File: config.mk
export PLATFORM = sky130hd
export DESIGN_NAME = download_decode
export DESIGN_NICKNAME = d
export VERILOG_FILES = /design/src/cart_pkg.sv /design/src/download_decode.sv
export VERILOG_INCLUDE_DIRS = /design/src
export SDC_FILE = /design/constraint.sdc
export NUM_CORES = 1
export LEC_CHECK = 0
export ABC_CLOCK_PERIOD_IN_PS = 1300
export BUFFER_PORTS_ARGS = -buffer_cell sky130_fd_sc_hd__buf_2
export CAP_MARGIN = 0
export CORE_UTILIZATION = 37
export DETAILED_ROUTE_END_ITERATION = 10
export MAX_ROUTING_LAYER = met4
export PLACE_DENSITY = 0.82
export SYNTH_ARGS = -nofsm -noshare
export SYNTH_HDL_FRONTEND = slang
export SYNTH_SLANG_ARGS = --single-unit
File: constraint.sdc
create_clock -name clk_sys -period 1.3 [get_ports clk_sys]
set_clock_uncertainty 0.15 [all_clocks]
set_input_delay 0.065 -clock clk_sys [delete_from_list [all_inputs] [get_ports clk_sys]]
set_output_delay 0.065 -clock clk_sys [all_outputs]
set_load 0.05 [all_outputs]
File: src/cart_config.svh
`ifndef CART_CONFIG_SVH
`define CART_CONFIG_SVH

// ====================
// Address widths
// ====================
`define CART_ADDR_W   22  // Cartridge address and masks
`define IOCTL_ADDR_W  25  // Host byte address

// ====================
// Download format
// ====================
`define HEADER_BYTES  512     // Optional copier header
`define CODE_INDEX    8'hFF   // Cheat file download
`define GG_INDEX      2       // Low index bits of a Game Gear image

// ====================
// Simulated store
// ====================
`define STORE_ADDR_W  12
`define STORE_ACK_LAT 2   // Request toggle to acknowledge toggle

`endif

File: src/cart_pkg.sv
`include "cart_config.svh"

package cart_pkg;

	// Cartridge byte address, also the width of both masks
	typedef logic [`CART_ADDR_W-1:0] cart_addr_t;

	// ====================
	// Download stream
	// ====================

	// Host write after the input register
	typedef struct packed {
		logic                     valid;    // One cycle per host write
		logic                     is_code;  // Byte of a cheat file
		logic [`IOCTL_ADDR_W-1:0] addr;
		logic [7:0]               data;
	} dl_byte_t;

	// Cartridge download framing, cheat files excluded
	typedef struct packed {
		logic start;   // First cycle of the download
		logic stop;    // First cycle after it
		logic active;
	} dl_edge_t;

	// ====================
	// Store write port
	// ====================

	// Fields stay put between writes, a request is a flip of req
	typedef struct packed {
		cart_addr_t addr;
		logic [7:0] data;
		logic       req;
	} store_wr_t;

	// ====================
	// Cheat codes
	// ====================

	// Each field little-endian by byte offset within the file
	typedef struct packed {
		logic [31:0] flags;    // Offsets 0..3
		logic [31:0] addr;     // Offsets 4..7
		logic [31:0] compare;  // Offsets 8..11
		logic [31:0] replace;  // Offsets 12..15
	} cheat_code_t;

endpackage

File: src/download_decode.sv
`include "cart_config.svh"

module download_decode (
	input  logic                     clk_sys,
	input  logic                     reset,
	input  logic                     ioctl_download,
	input  logic [7:0]               ioctl_index,
	input  logic                     ioctl_wr,
	input  logic [`IOCTL_ADDR_W-1:0] ioctl_addr,
	input  logic [7:0]               ioctl_dout,
	output cart_pkg::dl_byte_t       dl_byte,
	output cart_pkg::dl_edge_t       dl_edge,
	output logic                     is_gg
);

	logic                     code_index;
	logic                     cart_dl;
	logic                     cart_dl_q;  // Previous cartridge download level
	logic                     byte_vld;
	logic                     byte_code;
	logic [`IOCTL_ADDR_W-1:0] byte_addr;
	logic [7:0]               byte_data;

	assign code_index = ioctl_index == `CODE_INDEX;
	assign cart_dl    = ioctl_download & ~code_index;

	// Strobe, framing and Game Gear flag
	always_ff @(posedge clk_sys) begin
		if (reset) begin
			byte_vld  <= 1'b0;
			cart_dl_q <= 1'b0;
			dl_edge   <= '0;
			is_gg     <= 1'b0;
		end else begin
			byte_vld       <= ioctl_wr & ioctl_download;
			cart_dl_q      <= cart_dl;
			dl_edge.start  <= cart_dl & ~cart_dl_q;
			dl_edge.stop   <= ~cart_dl & cart_dl_q;
			dl_edge.active <= cart_dl;
			if (ioctl_wr & cart_dl)
				is_gg <= ioctl_index[4:0] == 5'(`GG_INDEX);
		end
	end

	// Byte payload
	always_ff @(posedge clk_sys) begin
		byte_code <= code_index;
		byte_addr <= ioctl_addr;
		byte_data <= ioctl_dout;
	end

	assign dl_byte = '{valid: byte_vld, is_code: byte_code, addr: byte_addr, data: byte_data};

endmodule

# Word-level counts from Yosys, hierarchy flattened
# Index checks and enable logic that the tools add are counted.
# W data, S select, Z words.
[totals] ff_bits=39 output_inout_bits=39 wordCells=18
[op_classes] n_eq_ne=2 bitwise_logic=8
[op_table] operator="$eq A8 B8 Y1 const B" count=1
[op_table] operator="$and A1 B1 Y1" count=5
[op_table] operator="$eq A5 B2 Y1 const B" count=1
[op_table] operator="$not A1 Y1" count=3

# Longest topological paths before layout
[logic_depth] ltp_word=5 ltp_mapped=3

# Worst setup path after synthesis
# Ideal clock, no wire load.
[synth_timing] path_kind="register to register" startpoint="reg is_gg (netlist name)" endpoint="reg is_gg" setup_time_ps=72 arrival_time_ps=817 t_required_ps=1078 slack_ps=262 path_stages_with_launch=3 path_buffers=0 synth_period_minus_slack_ps=1038 cell_sequence="dfxtp_1 -> nand2b_1 -> mux2i_1"
[synth_rtl] item="to (signal assigned)" line_no="download_decode.sv:41" rtl="is_gg <= ioctl_index[4:0] == 5'(`GG_INDEX);"
[synth_rtl] item="to (decl)" line_no="download_decode.sv:13" rtl="output logic is_gg"

# Final worst setup path
[layout_timing] startpoint="in reset" endpoint="reg cart_dl_q"
[layout_rtl] item="from (decl)" line_no="download_decode.sv:5" rtl="input logic reset,"
[layout_rtl] item="to (signal assigned)" line_no="download_decode.sv:36" rtl="cart_dl_q <= cart_dl;"
[layout_rtl] item="to (decl)" line_no="download_decode.sv:18" rtl="logic cart_dl_q;"
# No word-level cell between the ends.

==> impl_metrics.toml <==
[yosys]
synth_area_leaders = "dfxtp_1 86%, nand4_2 2.8%, buf_4 2.5%"
synth_most_common_cell = "dfxtp_1"
syn_avg_cell_area_sq_um = 15.9
async_flop_share = 0
yosys.area.top_type_share = 0.862
synth-edff-count = 0
synth_seq_cells = 39
synthCells = 57
ys_types = 12
synth_fp_nets = 102
synth_area_sq_um = 906
ys_top_cells_by_count = "39 x dfxtp_1, 4 x nor2_1, 3 x buf_4"
synth_top_area_cell = "dfxtp_1"
synth_seq_area_share = 0.862
synth_ff_type = "dfxtp_1"
ys.warnings.count = 0

[finish]
multiInputGateArea_sq_um = 103
area_delta_synth_final_pct = 106
final_layout_size_suffix_gt1_frac = 0.495
final_nets = 234
insertedDiodeCount = 0
fin_cells = 218
ff_latch_area_sq_um = 781
fillCellCount = 122

[critical_path]
path_max_fanout = 6
cp_num_buf_inv = 3
cpMostUsedCell = "dlygate4sd3_1"
crit_type = "in -> reg"
cp.arrival_ns = 1.34
crit_chain = "dlygate4sd3_1, buf_2, nor2_1, dlygate4sd3_1"
slowest_delay_ns = 0.54
start_kind = "primary input"
critical-path-top-delay-family = "buffers and inverters"
cpMaxStageDelayCell = "dlygate4sd3_1"
worst_setup_path_end_kind = "register"
worstPathRequired_ns = 1.39

[place]
place_congestion = 0.702
dp_cells = 165
portBuffers = 83

[power]
seq_power_share = 0.490
p_switching_uw = 714
combPwrFrac = 0.181
p_int_mw = 1.89
power_frac_clock = 0.329
power_density_mw_per_mm2 = 1390
power_leakage_nw = 0.935
ir_worst_vdd_mv = 1.11
sw_frac_of_total = 0.274

[timing]
finalSetupViolCount = 0
maxSlewViolCount = 0
rsz0062_at_grt = "false"
tns_ns = 0
period_share = 0.961
fmax_mhz = 800
tightest_slew_ns = 0.244
finalHoldViolCount = 0
period_minus_slack_ns = 1.25
relSlewSlack = 0.835
hold_slack_ns = 0.206

[global_routing]
grt_pass1_wl_mm = 4.66
grt.overflow.total = 0
grt_pass1_vias = 975
antenna_found_initial = 0
grt_max_degree = 13
grtUsageTotal = 0.271

[cts]
insertion_delay_ns = 0.34
cts_max_level = 2
cts_tree = "yes"
clock_sinks = 39
post_cts_buffers = 0
clockBufferDepth = 2
cts_buffers = 5
clk_pin_slew_ns = 0.13
cts_root_buffer = "clkbuf_4"

[drt]
ant_nets = 0
dr_total_vias = 945
drt-total-wl_mm = 3.38
routedWlPerCell_microns = 15.5
via_per_inst = 4.33
dr.pass1.iters = 4
drtIter0Drc = 8
drc = 0

[flow_run]
max_cap_violations = 0

[min_path]
hp-class = "in -> reg"

[floorplan]
fp.dieH_microns = 51.5
core_sq_mm = 0.00225
io_pins = 84
num_rows = 17
initial_core_util = 0.402
chipWidth_microns = 51.5
die_area_sq_mm = 0.00265

[outcome]
status = "finished, final reports clean"
-- cell families after synthesis --
| kind of cell | Yosys count | share of synthesized area |
|---|---|---|
| DFF | 39 | 0.862 |
| AOI/OAI and AO/OA | 2 | 0.0180 |
| muxes | 1 | 0.0111 |
| buffers and inverters | 3 | 0.0249 |
| and+or+nand+nor | 12 | 0.0843 |
-- area by class of cell --
class                      count  share of cell area
multi-input combinational     15              0.0548
timing repair buffer         128               0.463
tap                           28              0.0187
clock buffer                   6              0.0274
sequential                    39               0.417
clock inverter                 2              0.0187
-- timing repair --
action	4_1_cts	5_1_grt
hold buffers	45	0
resized for setup	0	0
hold endpoints to repair	39	0
-- layer usage --
layer	global-route usage	share of wire	wire length, microns
met5	-	0	0
met4	0.171	0.035	119
met3	0.107	0.089	300
met2	0.444	0.49	1660
met1	0.267	0.38	1300
-- flip-flops by register name (all words and copies together) (netlist names) --
register   count
byte_addr     25
byte_code      1
byte_data      8
byte_vld       1
cart_dl_q      1
dl_edge        2
is_gg          1
-- worst paths after layout --
kind / startpoint / depth (start not counted) / slack [ns] / to
worst max register to register: cart_dl_q / 1 / 0.52 / dl_edge[1]
worst min-delay path: ioctl_addr[0] / 2 / 0.21 / byte_addr[0]
worst max-delay path: reset / 4 / 0.05 / cart_dl_q
worst min register to register: cart_dl_q / 1 / 0.34 / dl_edge[2]
-- through the flow --
stage           util  worst slack, ns  instance area [sq um]  total power [mW]
6_report       0.830           0.0501                   1870              2.60
5_1_grt        0.830           0.0210                   1870              2.69
4_1_cts        0.830           0.0548                   1870              2.57
3_5_place_dp   0.592            0.391                   1330              1.65
3_3_place_gp   0.592            0.426                   1330              1.65
2_1_floorplan      -            0.262                    906              1.53
-- power groups by stage --
stage | clock network, mW | logic, mW | registers, mW
4_1_cts | 0.842 | 0.459 | 1.27
3_3_place_gp | 0 | 0.352 | 1.29
5_1_grt | 0.918 | 0.490 | 1.28
3_5_place_dp | 0 | 0.356 | 1.30
6_report | 0.855 | 0.472 | 1.27
2_1_floorplan | 0 | 0.0273 | 1.50
-- cell usage in the layout (no fill, tap or decap) --
cell type | netlist | routed
clkbuf_8 | 0 | 1
dlygate4sd3_1 | 0 | 45
buf_2 | 0 | 83
nand2b_1 | 1 | 1
nor3_1 | 1 | 1
and3b_1 | 1 | 1
nor2_1 | 4 | 4
o21bai_1 | 1 | 1
clkinv_2 | 0 | 1
o21ai_2 | 1 | 1
mux2i_1 | 1 | 1
nand2_1 | 2 | 2
bufinv_16 | 0 | 1
nand4_2 | 2 | 2
dfxtp_1 | 39 | 39
clkbuf_4 | 0 | 5
nor4b_1 | 1 | 1
Note: power is estimated with default switching activity, not from simulation.
