### src/cart_config.svh
`ifndef CART_CONFIG_SVH
`define CART_CONFIG_SVH

// ====================
// Address widths
// ====================
`define CART_ADDR_W   22  // Cartridge address and masks
`define IOCTL_ADDR_W  25  // Host byte address

// ====================
// Download format
// ====================
`define HEADER_BYTES  512     // Optional copier header
`define CODE_INDEX    8'hFF   // Cheat file download
`define GG_INDEX      2       // Low index bits of a Game Gear image

// ====================
// Simulated store
// ====================
`define STORE_ADDR_W  12
`define STORE_ACK_LAT 2   // Request toggle to acknowledge toggle

`endif

### src/cart_pkg.sv
`include "cart_config.svh"

package cart_pkg;

	// Cartridge byte address, also the width of both masks
	typedef logic [`CART_ADDR_W-1:0] cart_addr_t;

	// ====================
	// Download stream
	// ====================

	// Host write after the input register
	typedef struct packed {
		logic                     valid;    // One cycle per host write
		logic                     is_code;  // Byte of a cheat file
		logic [`IOCTL_ADDR_W-1:0] addr;
		logic [7:0]               data;
	} dl_byte_t;

	// Cartridge download framing, cheat files excluded
	typedef struct packed {
		logic start;   // First cycle of the download
		logic stop;    // First cycle after it
		logic active;
	} dl_edge_t;

	// ====================
	// Store write port
	// ====================

	// Fields stay put between writes, a request is a flip of req
	typedef struct packed {
		cart_addr_t addr;
		logic [7:0] data;
		logic       req;
	} store_wr_t;

	// ====================
	// Cheat codes
	// ====================

	// Each field little-endian by byte offset within the file
	typedef struct packed {
		logic [31:0] flags;    // Offsets 0..3
		logic [31:0] addr;     // Offsets 4..7
		logic [31:0] compare;  // Offsets 8..11
		logic [31:0] replace;  // Offsets 12..15
	} cheat_code_t;

endpackage

### src/cart_writer.sv
module cart_writer (
	input  logic                clk_sys,
	input  logic                reset,
	input  cart_pkg::dl_byte_t  dl_byte,
	input  cart_pkg::dl_edge_t  dl_edge,
	input  logic                wr_ack,
	output cart_pkg::store_wr_t store_wr,
	output logic                ioctl_wait
);

	import cart_pkg::*;

	cart_addr_t addr_cnt;   // Next store address
	cart_addr_t wr_addr;
	logic [7:0] wr_data;
	logic       wr_req;     // Request toggle
	logic       cart_byte;

	assign cart_byte = dl_byte.valid & ~dl_byte.is_code & dl_edge.active;

	// ====================
	// Toggle exchange
	// ====================

	// Flip the request and hold the host until the store answers
	always_ff @(posedge clk_sys) begin
		if (reset) begin
			wr_req     <= 1'b0;
			ioctl_wait <= 1'b0;
			addr_cnt   <= '0;
		end else begin
			if (cart_byte) begin
				wr_req     <= ~wr_req;
				ioctl_wait <= 1'b1;
			end else if (ioctl_wait && (wr_req == wr_ack)) begin
				ioctl_wait <= 1'b0;   // Store has taken the byte
				addr_cnt   <= addr_cnt + 1'b1;
			end
			if (dl_edge.start)
				addr_cnt <= '0;   // New image starts at 0
		end
	end

	// ====================
	// Write payload
	// ====================

	// A first byte may come with the start pulse
	always_ff @(posedge clk_sys) begin
		if (cart_byte) begin
			wr_addr <= dl_edge.start ? '0 : addr_cnt;
			wr_data <= dl_byte.data;
		end
	end

	assign store_wr = '{addr: wr_addr, data: wr_data, req: wr_req};

endmodule

### config.mk
export PLATFORM = sky130hd
export DESIGN_NAME = cart_writer
export DESIGN_NICKNAME = d
export VERILOG_FILES = /design/src/cart_pkg.sv /design/src/cart_writer.sv
export VERILOG_INCLUDE_DIRS = /design/src
export SDC_FILE = /design/constraint.sdc
export NUM_CORES = 1
export LEC_CHECK = 0
export BUFFER_PORTS_ARGS = -buffer_cell sky130_fd_sc_hd__buf_2
export CORE_ASPECT_RATIO = 2
export CORE_MARGIN = 2
export CORE_UTILIZATION = 50
export DETAILED_ROUTE_END_ITERATION = 16
export PLACE_DENSITY = 0.79
export SLEW_MARGIN = 10
export SYNTH_ARGS = -nofsm -noshare
export SYNTH_HDL_FRONTEND = slang
export SYNTH_SLANG_ARGS = --single-unit
### constraint.sdc
create_clock -name clk_sys -period 2.8 [get_ports clk_sys]
set_input_delay 0.56 -clock clk_sys [delete_from_list [all_inputs] [get_ports clk_sys]]
set_output_delay 0.56 -clock clk_sys [all_outputs]
set_load 0.02 [all_outputs]
# [Word-level counts from Yosys, hierarchy flattened]
# Index checks and enable logic that the tools add are counted.
[classes] addsub=1 eq_ne=1 muxes=2 bitwise_logic=5 n_reduce_logical=4
[op_table] op="$add 22x1->22 const B" n=1
[op_table] op="$not 1->1" n=3
[op_table] op="$and 1x1->1" n=2
[op_table] op="$mux 1" n=2
[op_table] op="$reduce_and 2->1" n=1
[op_table] op="$reduce_bool 2->1" n=1
[op_table] op="$reduce_or 2->1" n=1
[op_table] op="$eq 1x1->1" n=1
[op_table] op="$logic_and 1x1->1" n=1
[word_totals] ff_bits=54 out_inout_bits=32

# [Longest topological paths before layout]
[depth] word_depth=5 mapped_depth=6 mapped_depth_nobuf=5

# [Worst setup path before layout]
# OpenSTA, ideal clock, no wires.
[synth_path] kind="input to register" startpoint="input dl_byte[33] (netlist name)" endpoint="register addr_cnt[3]" setup_ps=128 t_arrival_ps=2428 required_time_ps=2672 setup_slack_ps=244 cell_stages=5 n_path_buf=1 cell_sequence="and3b_1 > clkbuf_1 > nor3_1 > xnor2_1 > nor2_1"
[synth_via] elab_chain_len=5
[synth_rtl] element="start, declared" line="cart_writer.sv:4" rtl="input cart_pkg::dl_byte_t dl_byte,"
[synth_rtl] element="$not 1->1" line="cart_writer.sv:19" rtl="assign cart_byte = dl_byte.valid & ~dl_byte.is_code & dl_edge.active;"
[synth_rtl] element="$and 1x1->1 (2 in series)" line="cart_writer.sv:19"
[synth_rtl] element="via cart_byte" line="cart_writer.sv:17" rtl="logic cart_byte;"
[synth_rtl] element="$not 1->1 (no source line)"
[synth_rtl] element="$reduce_and 2->1 (no source line)"
[synth_rtl] element="end signal, assigned" line="cart_writer.sv:37" rtl="addr_cnt <= addr_cnt + 1'b1;"
[synth_rtl] element="end, declared" line="cart_writer.sv:13" rtl="cart_addr_t addr_cnt;"
# The timed path passes the listed nets, and every way through them passes these cells.
# A chain may end at the register's enable or synchronous reset.

# [Final worst setup path]
[layout_path] startpoint="register addr_cnt[9]" endpoint="register addr_cnt[20]"
[layout_via] elab_chain_len=1
[layout_rtl] element="$add 22x1->22" line="cart_writer.sv:37"
# Every way passes these cells.

==> results.toml <==
[global_routing]
grt_overflow = 0
antenna_found_initial = 0
grt_pass1_vias = 1532
grt_max_degree = 25
grt_usage_pct = 17.3
grt_pass1_wl_um = 6640

[pwr]
p_leak_nw = 0.905
powerDensity_nw_per_um2 = 529
peakVddDrop_uv = 499
power.clock.fraction_pct = 31.9
swShare_pct = 22.9
seqPwrFrac_pct = 62.8
combPwrFrac_pct = 5.3
p_sw_mw = 0.311
p_int_mw = 1.04
total_power_mw = 1.36

[final_layout]
final_nets = 280
area_delta_synth_final_pct = 15.5
final_cell_mix = "buf_2, edfxtp_1, dfxtp_1"
seq_area_um2 = 1380
drive_gt1_share_pct = 25.1
multi_input_area_um2 = 764
n_fill_cell = 392
antenna_cells = 0
final_area_um2 = 2560
final_common_cell = "buf_2"
final_util_pct = 59.7

[placement]
post-dp-hpwl_um = 2870
placed_area_um2 = 2470
gp_congestion = 0.776
port_buffers = 46

[detailed_routing]
routed_wl_um = 4100
drt_iter0_drc = 31
drc = 0
first_pass_iters = 4
ant_nets = 0
num_vias = 1594
wl_per_cell_um = 14.0
viasPerCell = 5.44

[setup_path]
cp.required_ps = 3050
setup.worst_path.start_class = "flop"
worstPathMaxFanout = 14
worst_ep_arrival_time_ps = 2300
cpPeakStageDelay_ps = 650
path_cells = "and4_1 > nand4_1 > or4_1 > a21oi_1"
critical_path_class = "reg -> reg"
crit_path_end_kind = "flop"
worst_path_max_delay_cell = "or4_1"
cp.buffers_inverters = 0
cp_top_family = "simple AND/OR/NAND/NOR gates"

[sta]
fin_skew_ps = 2.67
fin_tns_setup_ps = 0
setup-violations-final = 0
drv_slew = 0
tightest_slew_ps = 716
max_freq_ghz = 0.487
hold_violations = 0
whs_ps = 417
period_share_pct = 73.3
min_period_ps = 2050
relSlewSlack_pct = 52.1
rsz0062_at_grt = "no"

[floorplan]
rows = 34
die_height_um = 98.2
fp.coreArea_um2 = 4300
die-area_um2 = 5020
ios = 73
initial_core_util_pct = 51.7
die_w_um = 51.1

[logic_synthesis]
syn_inst = 194
ys_async_sr_fraction_pct = 0
yosys_warnings = 0
netlist-cell-type-count = 35
synth_edf_count = 30
seq_area_frac_synth_pct = 62.2
ys.flop_type = "edfxtp_1"
syn_area_per_cell_um2 = 11.4
netlist_area_um2 = 2220
ys_seq_elements = 54
synth_nets = 236

[flow_run]
cap_violations = 0

[cts]
cts_max_path_buffers = 2
root_buffer = "clkbuf_8"
htree_levels = 2
hold_buffers = 0
clock_latency_ps = 310
cts_resized = 0
cts_tree = "built"
cts_inserted_buffers = 5
postCtsSetupBuffers = 0
cts.sinks = 54
cts.clk_slew.worst_paths_ps = 90

[min_path]
min_path_type = "in -> reg"

[outcome]
outcome = "completed"
## stage by stage
step | std cells | setup slack (ps)
final | 293 | 747
after floorplan | 194 | 244
after global routing | 293 | 602
after global placement | 285 | 564
after CTS | 293 | 772
after detailed placement | 285 | 512
## worst register-to-register path, stage by stage, from the launching register on
cell     delay [ps]
dfxtp_1         460
and4_1          260
nand4_1         470
or4_1           660
a21oi_1         150
## cells by family after synthesis
family                   share of synthesized area [%]
AND/OR/NAND/NOR                                   21.9
adder cells (fa/ha/maj)                          0.564
XOR/XNOR                                          3.55
flip-flops                                        62.2
AO/OA/AOI/OAI                                     7.89
multiplexers                                     0.451
buffers and inverters                             3.38
## power groups by stage
stage	clock (mW)	combinational [mW]	sequential, mW
6_report	0.432	0.0723	0.851
5_1_grt	0.457	0.0784	0.853
4_1_cts	0.432	0.0735	0.852
3_5_place_dp	0	0.0734	0.870
3_3_place_gp	0	0.0717	0.869
2_1_floorplan	0	0.0290	0.888
## synth_stat cells (2+ instances only)
cell	instances	area, um^2
clkbuf_1	7	26.3
xnor2_1	7	61.3
nand4_1	7	43.8
o21ai_0	2	10.0
or4_1	7	52.6
nand2_1	10	37.5
edfxtp_1	30	901
nor2b_1	18	113
nor4_1	5	31.3
a21oi_1	11	55.1
nor3_1	3	15.0
and4_1	3	26.3
inv_1	4	15.0
nand3_1	8	40.0
dfxtp_1	24	480
o311ai_0	2	17.5
nor2_1	19	71.3
buf_6	2	22.5
o31ai_1	8	60.1
xor2_1	2	17.5
## state kept, by name (all words and copies together), names as in the netlist
name	count
ioctl_wait	1
wr_addr	22
wr_req	1
addr_cnt	22
wr_data	8
## worst paths after layout
kind                 from            to  slack [ps]  cells past startpoint
min reg2reg  addr_cnt[12]  addr_cnt[12]         500                      2
max           addr_cnt[9]  addr_cnt[20]         750                      4
max reg2reg   addr_cnt[9]  addr_cnt[20]         750                      4
min            dl_byte[7]    wr_data[7]         420                      1
## layout make-up
cell class	instances	area share [%]
sequential	54	53.9
timing repair buffer	48	9.57
clock inverter	3	0.830
tap	54	2.64
clock buffer	5	2.68
multi-input combinational	125	29.8
inverter	4	0.586
## layer usage
metal  vias to the layer above  wire, um  part of all wire [%]  track usage, %
met5                         -         0                     0               0
met4                         0        89                   2.2            10.4
met3                         7       200                   4.9            2.75
met2                        39      2230                    54            31.9
met1                       750      1580                    39            17.2
li1                        798         -                     -               -
No activity file was read; power rests on OpenSTA's default activity.
