--- config.mk ---
export PLATFORM = sky130hd
export DESIGN_NAME = cart_geometry
export DESIGN_NICKNAME = d
export VERILOG_FILES = /design/src/cart_pkg.sv /design/src/cart_geometry.sv
export VERILOG_INCLUDE_DIRS = /design/src
export SDC_FILE = /design/constraint.sdc
export NUM_CORES = 1
export LEC_CHECK = 0
export ABC_AREA = 1
export BUFFER_PORTS_ARGS = -buffer_cell sky130_fd_sc_hd__buf_4
export CAP_MARGIN = 20
export CORE_MARGIN = 5
export CORE_UTILIZATION = 33
export DETAILED_ROUTE_END_ITERATION = 8
export GPL_TIMING_DRIVEN = 0
export HOLD_SLACK_MARGIN = 0.06
export PLACE_DENSITY_LB_ADDON = 0.25
export RECOVER_POWER = 100
export SLEW_MARGIN = 10
export SYNTH_ARGS = -nofsm -noshare
export SYNTH_HDL_FRONTEND = slang
export SYNTH_SLANG_ARGS = --single-unit
--- constraint.sdc ---
create_clock -name clk_sys -period 4.2 [get_ports clk_sys]
set_clock_uncertainty 0.05 [all_clocks]
set_input_delay 1.26 -clock clk_sys [delete_from_list [all_inputs] [get_ports clk_sys]]
set_output_delay 1.26 -clock clk_sys [all_outputs]
set_load 0.005 [all_outputs]
--- src/cart_config.svh ---
`ifndef CART_CONFIG_SVH
`define CART_CONFIG_SVH

// ====================
// Address widths
// ====================
`define CART_ADDR_W   22  // Cartridge address and masks
`define IOCTL_ADDR_W  25  // Host byte address

// ====================
// Download format
// ====================
`define HEADER_BYTES  512     // Optional copier header
`define CODE_INDEX    8'hFF   // Cheat file download
`define GG_INDEX      2       // Low index bits of a Game Gear image

// ====================
// Simulated store
// ====================
`define STORE_ADDR_W  12
`define STORE_ACK_LAT 2   // Request toggle to acknowledge toggle

`endif

--- src/cart_pkg.sv ---
`include "cart_config.svh"

package cart_pkg;

	// Cartridge byte address, also the width of both masks
	typedef logic [`CART_ADDR_W-1:0] cart_addr_t;

	// ====================
	// Download stream
	// ====================

	// Host write after the input register
	typedef struct packed {
		logic                     valid;    // One cycle per host write
		logic                     is_code;  // Byte of a cheat file
		logic [`IOCTL_ADDR_W-1:0] addr;
		logic [7:0]               data;
	} dl_byte_t;

	// Cartridge download framing, cheat files excluded
	typedef struct packed {
		logic start;   // First cycle of the download
		logic stop;    // First cycle after it
		logic active;
	} dl_edge_t;

	// ====================
	// Store write port
	// ====================

	// Fields stay put between writes, a request is a flip of req
	typedef struct packed {
		cart_addr_t addr;
		logic [7:0] data;
		logic       req;
	} store_wr_t;

	// ====================
	// Cheat codes
	// ====================

	// Each field little-endian by byte offset within the file
	typedef struct packed {
		logic [31:0] flags;    // Offsets 0..3
		logic [31:0] addr;     // Offsets 4..7
		logic [31:0] compare;  // Offsets 8..11
		logic [31:0] replace;  // Offsets 12..15
	} cheat_code_t;

endpackage

--- src/cart_geometry.sv ---
`include "cart_config.svh"

module cart_geometry (
	input  logic                 clk_sys,
	input  logic                 reset,
	input  cart_pkg::dl_byte_t   dl_byte,
	input  cart_pkg::dl_edge_t   dl_edge,
	input  cart_pkg::cart_addr_t rom_addr,
	output cart_pkg::cart_addr_t mapped_addr
);

	import cart_pkg::*;

	localparam cart_addr_t HDR_OFS = cart_addr_t'(`HEADER_BYTES);
	localparam logic [`IOCTL_ADDR_W-1:0] HDR_START = `HEADER_BYTES;
	localparam int HDR_BIT = $clog2(`HEADER_BYTES);   // Bit 9 for 512

	logic       cart_byte;
	cart_addr_t byte_addr;
	cart_addr_t cart_mask;
	cart_addr_t hdr_mask;   // Mask of the image without its header
	logic       last_hdr_bit;
	logic       hdr_flag;

	assign cart_byte = dl_byte.valid & ~dl_byte.is_code & dl_edge.active;
	assign byte_addr = dl_byte.addr[`CART_ADDR_W-1:0];

	// ====================
	// Mask tracking
	// ====================
	always_ff @(posedge clk_sys) begin
		if (reset) begin
			cart_mask    <= '0;
			hdr_mask     <= '0;
			last_hdr_bit <= 1'b0;
			hdr_flag     <= 1'b0;
		end else begin
			if (cart_byte) begin
				if (dl_byte.addr == '0)
					cart_mask <= '0;
				else
					cart_mask <= cart_mask | byte_addr;

				if (dl_byte.addr == HDR_START)
					hdr_mask <= '0;
				else if (dl_byte.addr > HDR_START)
					hdr_mask <= hdr_mask | (byte_addr - HDR_OFS);

				last_hdr_bit <= dl_byte.addr[HDR_BIT];
			end
			// Odd number of half-KB blocks means a copier header
			if (dl_edge.stop)
				hdr_flag <= last_hdr_bit;
		end
	end

	// Read mapping, one address per cycle
	always_ff @(posedge clk_sys) begin
		if (hdr_flag)
			mapped_addr <= (rom_addr + HDR_OFS) & hdr_mask;   // Skip the header
		else
			mapped_addr <= rom_addr & cart_mask;
	end

endmodule

-- Yosys cells after proc, flatten, opt, wreduce, memory -nomap -nowiden
Index checks and enable logic that the tools add are counted.
- add/subtract/negate cells: 2
- magnitude comparators: 1
- equal/unequal tests: 1
- mux-type cells: 4
- bitwise logic cells: 7
- reductions and logical operators: 3
- operators by type and width (cell ; number):
    $mux 22 ; 4
    $and 22x22->22 ; 2
    $or 22x22->22 ; 2
    $eq 25x10->1 const B ; 1
    $gt 25x10->1 const B ; 1
    $logic_not 25->1 ; 1
    $add 22x10->22 const B ; 1
    $sub 22x10->22 const B ; 1
    $and 1x1->1 ; 2
    $reduce_and 2->1 ; 1
    $reduce_bool 2->1 ; 1
    $not 1->1 ; 1
- bits in registers: 68
- input bits: 62
- output and inout port bits: 22
- word-level logic and storage cells: 23

-- Logic depth before layout (Yosys ltp)
Gate-level depths: netlist (run 1).
- word-level depth: 4
- depth in mapped cells: 10
- mapped depth without buffers: 10

-- Worst setup path after synthesis (run 1)
No wires, ideal clock.
- path kind: input to register
- from: in dl_byte[17] (netlist bit)
- to: reg hdr_mask[0]
- library setup time: 125 ps
- data arrival time: 2314 ps
- data required time: 4025 ps
- setup slack: 1711 ps
- stages: 10
- path through: inv_2 > ha_1 > nand3_2 > nor2_4 > inv_2 > nor2_2 > nand2_2 > buf_6 > nand3_1 > a21oi_2
- longest elaborated chain between the ends: 3
- elaborated cells on any way between the ends: 5
- classes of those cells: order compare: 1; eq/ne: 1; mux: 1; reduce/logical: 2
- ends and longest elaborated chain (element ; line ; source):
    from (decl) ; cart_geometry.sv:6 ; input cart_pkg::dl_byte_t dl_byte,
    $gt 25x10->1 or $eq 25x10->1 (tied branches) ; cart_geometry.sv:46, cart_geometry.sv:44 ;
    $reduce_bool 2->1 (no line) ; n/a ;
    $reduce_and 2->1 (no line) ; n/a ;
    to (signal assigned) ; cart_geometry.sv:47 ; hdr_mask <= hdr_mask | (byte_addr - HDR_OFS);
    to (decl) ; cart_geometry.sv:21 ; cart_addr_t hdr_mask;
Several ways; a longest one is shown, not always the timed one.
A chain may end at the register's enable or synchronous reset.

-- Worst setup path in the final report (run 1)
- from: in dl_byte[17] (netlist bit)
- to: reg hdr_mask[9]
- longest elaborated chain between the ends: 4
- elaborated cells on any way between the ends: 8
- classes of those cells: add/sub: 1; order compare: 1; eq/ne: 1; mux: 2; bitwise: 1; reduce/logical: 2
- ends and longest elaborated chain (element ; line ; source):
    $sub 22x10->22 ; cart_geometry.sv:47 ;
    $or 22x22->22 ; cart_geometry.sv:47 ;
    $mux 22 ; cart_geometry.sv:46 ; else if (dl_byte.addr > HDR_START)
    $mux 22 ; cart_geometry.sv:44 ; if (dl_byte.addr == HDR_START)
Several ways; a longest one is shown, not always the timed one. The select of a mux whose other input is x is not followed.

==> impl_metrics.csv, run 1 <==
group,metric,value,unit
cts,htree_levels,3,
cts,clk_path_buf_depth,2,
setup_path,crit_path_cell_trace,"clkbuf_1, inv_1, ha_1, nand3_1, nor2_1, clkinv_1, nor2_2, nand2_1, clkbuf_1, nand3_1, a21oi_1",
setup_path,required,4380,ps
global_routing,met2_usage,24.0,%
drt,vias,2809,
synthesis,avgSynthCellArea,7.41,µm²
setup_path,cp_top_family,"simple AND/OR/NAND/NOR gates",
cts,cts_tree,"done",
setup_path,crit_fanout,10,
floorplan,rows,34,
cts,cts_made_buffers,9,
placed_design,gp_congestion,0.785,
cts,cts_resized,0,
flow_run,max_cap_viol_count,0,
placed_design,dpl.cell_count,586,
layout,drive_gt1_share,20.0,%
cts,cts_hold_buf,0,
setup_path,cp.buffers_inverters,4,
layout,area_growth_syn_to_layout,28.1,%
setup_path,end_kind,"flop",
drt,post_drt_wl_per_cell,13.1,µm
setup_path,cpMaxStageDelayCell,"nor2_1",
layout,diodes,0,
global_routing,gr-usage-all-layers,14.3,%
drt,drc,0,
floorplan,die_w,105,µm
global_routing,antenna_found_initial,0,
drt,drt_first_iter_violations,95,
timing,max_slew_margin,56.5,%
worst_hold_path,hold_path_class,"reg2reg",
global_routing,gr-max-usage-layer,"met2",
cts,cts_root_buf,"clkbuf_8",
drt,drt-total-wl,7890,µm
global_routing,met3_usage,3.61,%
floorplan,initial_utilization,34.2,%
power_and_ir_drop,p_per_area,369,nW/µm²
global_routing,grt_pass1_vias,2696,
cts,clk_pin_slew,80,ps
timing,setup_ws,1190,ps
global_routing,met1_usage,17.7,%
drt,viasPerCell,4.67,
power_and_ir_drop,power,1.41,mW
timing,rsz0062_at_grt,"no",
cts,cts_sinks,68,
synthesis,synth-seq-cells,68,
timing,finalCritPeriodShare,71.6,%
synthesis,synth_cell_types,28,
layout,fin_nets,553,
power_and_ir_drop,irDropWorstVdd,0.213,mV
floorplan,ios,84,
placed_design,dp_slack,1410,ps
cts,insertion_delay,340,ps
floorplan,die-area,11100,µm²
global_routing,grt_pass1_wl,12800,µm
run_status,run_status,"finished clean",
layout,fin_area,3830,µm²
setup_path,worstSetupStartpointType,"input port",
setup_path,slowest_delay,390,ps
setup_path,crit_type,"in2reg",
drt,first_pass_iters,4,
floorplan,design.core.area,8760,µm²
placed_design,placed_cell_area,3680,µm²
synthesis,syn_inst,404,
timing,fmax,0.333,GHz
timing,tightest_slew,651,ps
timing,hold_viol,0,
placed_design,dp.final_hpwl,6060,µm
timing,fin_crit,3010,ps
global_routing,grt_max_degree,13,
layout,final_cell_count_no_fill,602,
floorplan,die_y,105,µm
synthesis,synth_nets,468,
timing,drv_slew,0,
timing,finalSetupViolCount,0,
synthesis,ys_warn_count,0,
placed_design,port_buffers,74,
timing,setup_tns,0,ps
power_and_ir_drop,leakagePower,1.59,nW
cts,cts_setup_buffers,0,
synthesis,netlist_area,2990,µm²
setup_path,cp.arrival,3190,ps
global_routing,gr-total-overflow,0,
drt,ant_nets,0,
synthesis,seq_area_frac_synth,45.5,%
## power breakdown
part / total (mW) / internal, mW / switching (mW)
Sequential: 0.673 / 0.666 / 0.00764
Combinational: 0.136 / 0.0637 / 0.0721
Clock: 0.604 / 0.350 / 0.254
Total: 1.41 / 1.08 / 0.334
## sequential cells by signal, summed over array words and instances (netlist names)
signal,cells
last_hdr_bit,1
cart_mask,22
mapped_addr,22
hdr_flag,1
hdr_mask,22
## metrics by stage
step                utilization (%)  hold WS [ps]
finish                         43.8           394
CTS                            44.6           395
floorplan                         -           369
global placement               42.0           381
global route                   43.8           413
detailed placement             42.0           384
## kinds of logic (layout without fill, tap and decap cells)
group	count (synthesis)	after routing	share of synthesized area, %
flops	68	68	45.5
simple gates	158	158	24.1
compound gates	85	85	15.2
xor+xnor	8	8	2.34
fa+ha+maj	2	2	0.836
buf+inv	83	173	12.0
## layout make-up
type / count / area (µm²)
Sequential cell: 68 / 1360
Clock inverter: 6 / 86.3
Fill cell: 950 / 4930
Multi-Input combinational cell: 253 / 1240
Buffer: 14 / 70.1
Inverter: 69 / 259
Timing Repair Buffer: 74 / 544
Tap cell: 108 / 135
Clock buffer: 10 / 138
## cell usage in the layout, fill, tap and decap left out, types with 4 or more instances in the layout
master,count
a21oi_1,59
buf_4,48
clkbuf_1,13
clkbuf_4,23
clkbuf_8,10
dfxtp_1,68
inv_1,68
nand2_1,69
nand3_1,41
nand4_1,7
nor2_1,31
nor2_2,5
o21ai_0,17
o31ai_1,4
xor2_1,6
## tightest hold or removal path, delay by kind of cell, from the launching register on
family | cells | cell delay [ps]
AO/OA/AOI/OAI | 1 | 50
buffers and inverters | 1 | 40
flip-flops | 1 | 310
## final timing paths
path | start | to | slack [ps] | depth (start not counted)
worst max-delay path | dl_byte[17] | hdr_mask[9] | 1190 | 11
worst min-delay path | cart_mask[7] | cart_mask[7] | 390 | 2
worst max register to register | hdr_flag | mapped_addr[6] | 2500 | 3
worst min register to register | cart_mask[7] | cart_mask[7] | 390 | 2
## Yosys cell counts
cell      count  area [µm²]
nand3_2       2        20.0
dfxtp_1      68        1360
nand2_2       2        12.5
buf_2         2        10.0
nand3_1      40         200
o21ai_2       1        8.76
nand4_1       7        43.8
o21ai_0      17        85.1
ha_1          2        25.0
o21bai_1      1        7.51
inv_2         3        11.3
nor3_1        2        10.0
nor2_1       28         105
xor2_1        6        52.6
inv_1        66         248
buf_6         6        67.6
o21a_1        2        15.0
o31ai_1       4        30.0
clkbuf_1      6        22.5
nand3b_1      1        7.51
nand2_1      67         251
nor2_2        6        37.5
xnor2_1       2        17.5
a32o_1        1        10.0
a21oi_1      58         290
a21oi_2       1        8.76
nand3b_2      1        11.3
nor2_4        2        22.5
## per-layer routing
layer,wire (µm),vias to the layer above
met3,389,9
met4,119,0
met1,3480,1280
met2,3900,53
li1,-,1467
met5,0,-
No activity file was read; power rests on OpenSTA's default activity.
==> inputs of run 2 (changes only) <==
- ABC_AREA: 1 -> 0
- clock period: 4.2 -> 2.5 ns (I/O delays scaled with it)
==> run 2 against run 1 <==
Against the previous run:
- core utilization increased by 0.053 points
- non-clock buffer count increased by 5
- area after synthesis decreased by 2.9%
- power increased by 68%
- largest power group unchanged
==> impl_metrics.csv, run 2 <==
group,metric,value,unit
global_routing,grt_max_degree,12,
drt,vias,2706,
cts,cts_hold_buf,0,
global_routing,gr-total-overflow,0,
placed_design,port_buffers,71,
setup_path,crit_fanout,10,
power_and_ir_drop,power,2.37,mW
timing,setup_ws,171,ps
flow_run,max_cap_viol_count,0,
timing,rsz0062_at_grt,"no",
power_and_ir_drop,pwr-share-clk,42.0,%
cts,cts_tree,"done",
floorplan,ios,84,
floorplan,initial_utilization,33.6,%
synthesis,yosys-top-cells-area,"dfxtp_1 (47%), nor2_1 (6.1%), a21oi_1 (4.0%), mux2i_1 (3.8%), a221oi_1 (3.3%)",
timing,max_slew_margin,55.0,%
drt,ant_nets,0,
floorplan,die_y,104,µm
power_and_ir_drop,irDropWorstVdd,0.231,mV
synthesis,avgSynthCellArea,8.91,µm²
layout,layout_common_cells,"dfxtp_1 (68), buf_4 (49), nor2_1 (47)",
synthesis,syn_inst,326,
synthesis,netlist_area,2910,µm²
layout,drive_gt1_share,25.9,%
cts,htree_levels,3,
timing,drv_slew,0,
drt,drt_first_iter_violations,126,
synthesis,ys_top_cells_by_count,"dfxtp_1 (68), nor2_1 (47), a21oi_1 (23), nand2_1 (21), nor3_1 (18)",
synthesis,postSynth.asyncResetShare,0,%
global_routing,grt_pass1_wl,12800,µm
synthesis,seq_area_frac_synth,46.9,%
synthesis,ys.flop_type,"dfxtp_1",
cts,insertion_delay,340,ps
layout,area_growth_syn_to_layout,30.2,%
layout,reg_top3,"cart_mask (22), hdr_mask (22), mapped_addr (22)",
layout,fillCellCount,859,
cts,cts_root_buf,"clkbuf_8",
timing,hold_ws,417,ps
layout,fin_nets,472,
drt,drc,0,
placed_design,dp_slack,-88.7,ps
timing,finalSetupViolCount,0,
setup_path,cp.arrival,2510,ps
layout,diodes,0,
power_and_ir_drop,seq_power_share,47.7,%
cts,cts_sinks,68,
timing,fin_crit,2330,ps
setup_path,required,2680,ps
power_and_ir_drop,leakagePower,1.45,nW
timing,fmax,0.429,GHz
synthesis,synth-seq-cells,68,
setup_path,crit_type,"in2reg",
global_routing,gr-usage-all-layers,14.5,%
power_and_ir_drop,swShare,23.3,%
power_and_ir_drop,p_comb_share,10.3,%
floorplan,die-area,10800,µm²
timing,finalCritPeriodShare,93.2,%
setup_path,slowest_delay,630,ps
cts,cts_made_buffers,9,
layout,fin_area,3780,µm²
setup_path,worstSetupStartpointType,"input port",
setup_path,end_kind,"flop",
floorplan,design.core.area,8640,µm²
layout,mostFrequentLayoutCell,"dfxtp_1",
synthesis,synth_nets,390,
cts,cts_setup_buffers,0,
setup_path,crit_path_cell_trace,"buf_4, nor4_2, nand4_1, o21bai_1, clkbuf_2, nor2_1",
drt,drt-total-wl,7840,µm
synthesis,synth_top_area_share,46.9,%
drt,first_pass_iters,4,
drt,viasPerCell,5.19,
synthesis,ys_warn_count,0,
cts,clk_path_buf_depth,2,
setup_path,cpMaxStageDelayCell,"nor4_2",
placed_design,dp.final_hpwl,6000,µm
layout,multi_input_area,1410,µm²
floorplan,die_w,104,µm
floorplan,rows,34,
synthesis,synth-edff-count,0,
power_and_ir_drop,p_per_area,627,nW/µm²
timing,hold_viol,0,
layout,seq_area,1360,µm²
placed_design,placed_cell_area,3570,µm²
worst_hold_path,hold_path_class,"reg2reg",
power_and_ir_drop,p_sw,554,µW
cts,cts_resized,0,
synthesis,synth_most_common_cell,"dfxtp_1",
synthesis,synth_cell_types,43,
run_status,run_status,"finished clean",
power_and_ir_drop,intPower,1.82,mW
timing,tightest_slew,670,ps
global_routing,grt_pass1_vias,2634,
placed_design,gp_congestion,0.831,
drt,post_drt_wl_per_cell,15.1,µm
cts,clk_pin_slew,70,ps
global_routing,antenna_found_initial,0,
synthesis,synth_top_area_cell,"dfxtp_1",
run 2: per-layer routing:
layer,vias up,wire length [µm],GRT usage [%]
met4,0,98,3.98
met3,9,394,4.48
li1,1338,-,-
met2,72,3930,25.1
met1,1287,3420,17.3
met5,-,0,0
run 2: worst paths after layout:
| check | startpoint | to | slack [ps] | cells past startpoint |
|---|---|---|---|---|
| setup / recovery | dl_byte[17] | cart_mask[2] | 170 | 6 |
| hold / removal | cart_mask[9] | mapped_addr[9] | 420 | 2 |
| hold reg to reg | cart_mask[9] | mapped_addr[9] | 420 | 2 |
| setup reg to reg | hdr_flag | mapped_addr[17] | 230 | 5 |
run 2: cell type report:
class,instances,area share [%]
Sequential cell,68,36.0
Inverter,8,0.794
Buffer,22,2.68
Multi-Input combinational cell,228,37.2
Clock inverter,5,1.98
Clock buffer,11,3.74
Timing Repair Buffer,71,14.1
Tap cell,108,3.57
run 2: cells by family (layout without fill, tap and decap cells):
family,count (synthesis),in the layout,synth area share [%]
and+or+nand+nor,128,128,22.6
buffers and inverters,30,117,4.61
xor gates and xnor gates,14,14,4.22
DFF,68,68,46.9
AOI/OAI and AO/OA,73,73,17.1
muxes,11,11,3.79
adders and majority gates,2,2,0.861
run 2: critical path: cells and delay by family:
family | cells | cell delay [ps]
and+or+nand+nor | 3 | 880
buffers and inverters | 2 | 480
AOI/OAI and AO/OA | 1 | 390
run 2: power by group through the flow:
| stage | clock network (mW) | registers (mW) | logic [mW] |
|---|---|---|---|
| after floorplan | 0 | 1.15 | 0.121 |
| after global placement | 0 | 1.16 | 0.243 |
| after detailed placement | 0 | 1.16 | 0.247 |
| after CTS | 1.02 | 1.13 | 0.248 |
| after global routing | 1.08 | 1.13 | 0.273 |
| final | 0.997 | 1.13 | 0.245 |
run 2: through the flow:
stage          cells  utilization, %  TNS [ps]
6_report         521            43.8         0
5_1_grt          521            43.8         0
4_1_cts          521            43.9         0
3_5_place_dp     505            41.4      -801
3_3_place_gp     505            41.4      -280
2_1_floorplan    326               -         0
==> inputs of run 3 (changes only) <==
- CORE_ASPECT_RATIO: not set -> 0.7
- GPL_ROUTABILITY_DRIVEN: not set -> 0
- SKIP_LAST_GASP: not set -> 1
==> run 3 against run 2 <==
Against the previous run:
- sequential share of layout area fell by 1.3 points
- fmax rose by 2.3%
- cell count rose by 2.3%
- critical path type unchanged
==> impl_metrics.csv, run 3 (same netlist as run 2, synthesis figures left out) <==
group,metric,value,unit
setup_path,slowest_delay,340,ps
layout,seq_area,1360,µm²
floorplan,design.core.area,8510,µm²
timing,rsz0062_at_grt,"no",
layout,reg_top3,"cart_mask (22), hdr_mask (22), mapped_addr (22)",
layout,area_growth_syn_to_layout,35.1,%
layout,drive_gt1_share,25.4,%
setup_path,timing.rr.end,"mapped_addr[17]",
run_status,run_status,"finished clean",
drt,drt-total-wl,8410,µm
cts,cts_sinks,68,
global_routing,grt_pass1_vias,2576,
setup_path,worst_r2r_startpoint,"hdr_flag",
layout,diodes,0,
cts,cts_made_buffers,9,
drt,ant_nets,0,
drt,top_layer,"met4",
timing,setup_tns,0,ps
cts,clk_pin_slew,60,ps
power_and_ir_drop,power,2.89,mW
placed_design,dp_slack,-47.7,ps
layout,multi_input_area,1400,µm²
setup_path,crit_path_cell_trace,"buf_4, inv_1, ha_1, nor3b_2, nand4_1, clkbuf_2, a221oi_1, nor3_1",
timing,setup_ws,224,ps
setup_path,r2r_slack,500,ps
cts,cts_hold_buf,0,
timing,tightest_slew,733,ps
global_routing,grt_max_degree,13,
setup_path,crit_fanout,10,
timing,hold_ws,409,ps
setup_path,end_kind,"flop",
timing,drv_slew,0,
power_and_ir_drop,irDropWorstVdd,0.345,mV
setup_path,cp_top_family,"simple AND/OR/NAND/NOR gates",
setup_path,worstSetupStartpointType,"input port",
timing,finalSetupViolCount,0,
placed_design,dp.final_hpwl,6180,µm
cts,clk_path_buf_depth,2,
global_routing,gr-total-overflow,0,
cts,cts_resized,0,
timing,hold_viol,0,
cts,cts_root_buf,"clkbuf_16",
worst_hold_path,hold_end,"mapped_addr[13]",
cts,insertion_delay,330,ps
power_and_ir_drop,leakagePower,1.51,nW
drt,viasPerCell,5.06,
setup_path,reg2reg_depth,5,
timing,finalCritPeriodShare,91.1,%
layout,fin_nets,472,
floorplan,die_y,88.5,µm
setup_path,required,2650,ps
floorplan,ios,84,
setup_path,cpMaxStageDelayCell,"a221oi_1",
setup_path,cp.arrival,2430,ps
timing,fmax,0.439,GHz
worst_hold_path,hold_path_class,"reg2reg",
floorplan,rows,28,
worst_hold_path,hp-start,"cart_mask[13]",
drt,wl_met3,699,µm
drt,first_pass_iters,4,
drt,drt_first_iter_violations,272,
floorplan,initial_utilization,34.1,%
drt,wl_met2,3520,µm
setup_path,cp.buffers_inverters,3,
cts,cts_tree,"done",
drt,post_drt_wl_per_cell,15.8,µm
floorplan,die_w,122,µm
layout,fillCellCount,827,
floorplan,die-area,10800,µm²
timing,max_slew_margin,50.7,%
worst_hold_path,whs_path_depth,2,
global_routing,antenna_found_initial,0,
layout,mostFrequentLayoutCell,"dfxtp_1",
drt,drc,0,
global_routing,grt_pass1_wl,13700,µm
cts,cts_setup_buffers,0,
flow_run,max_cap_viol_count,0,
setup_path,crit_type,"in2reg",
drt,wl_met1,4130,µm
placed_design,port_buffers,71,
cts,htree_levels,3,
global_routing,gr-usage-all-layers,16.5,%
drt,vias,2698,
layout,layout_common_cells,"dfxtp_1 (68), buf_4 (48), nor2_1 (47)",
power_and_ir_drop,p_per_area,737,nW/µm²
timing,fin_crit,2280,ps
-- run 3: where the power goes --
part	leakage (nW)	total [mW]	switching, mW	internal (mW)
registers	0.552	1.13	0.0177	1.12
clock network	0.176	1.51	0.478	1.03
logic	0.780	0.249	0.129	0.120
total	1.51	2.89	0.625	2.27
-- run 3: worst max-delay path by stage --
stage | start | endpoint | slack [ps] | depth (start not counted)
6_report | dl_byte[17] | hdr_mask[21] | 220 | 8
5_1_grt | dl_byte[17] | hdr_mask[11] | 90 | 8
4_1_cts | dl_byte[17] | hdr_mask[13] | 280 | 8
3_5_place_dp | dl_byte[17] | hdr_mask[13] | -50 | 8
3_3_place_gp | dl_byte[17] | hdr_mask[12] | -60 | 8
2_1_floorplan | dl_byte[17] | hdr_mask[15] | 300 | 7
-- run 3: per-stage QoR --
stage          cells  instance area (µm²)  util (%)
2_1_floorplan    326                 2910         -
3_3_place_gp     517                 3590      42.2
3_5_place_dp     517                 3590      42.2
4_1_cts          533                 3950      46.4
5_1_grt          533                 3930      46.1
6_report         533                 3930      46.1
-- run 3: final cells by class --
cell class	instances	area share, %
Multi-Input combinational cell	228	35.7
Sequential cell	68	34.7
Timing Repair Buffer	71	13.2
Clock buffer	11	6.44
Tap cell	120	3.82
Clock inverter	5	2.74
Buffer	22	2.65
Inverter	8	0.765
-- run 3: worst min-delay path: cells and delay by family, from the launching register on --
family	cells	cell delay [ps]
flops	1	310
compound gates	1	60
simple gates	1	50
-- run 3: layer usage --
| metal | vias to the layer above | global-route usage, % |
|---|---|---|
| li1 | 1342 | - |
| met1 | 1262 | 23.8 |
| met2 | 92 | 23.3 |
| met3 | 2 | 5.56 |
| met4 | 0 | 5.08 |
| met5 | - | 0 |
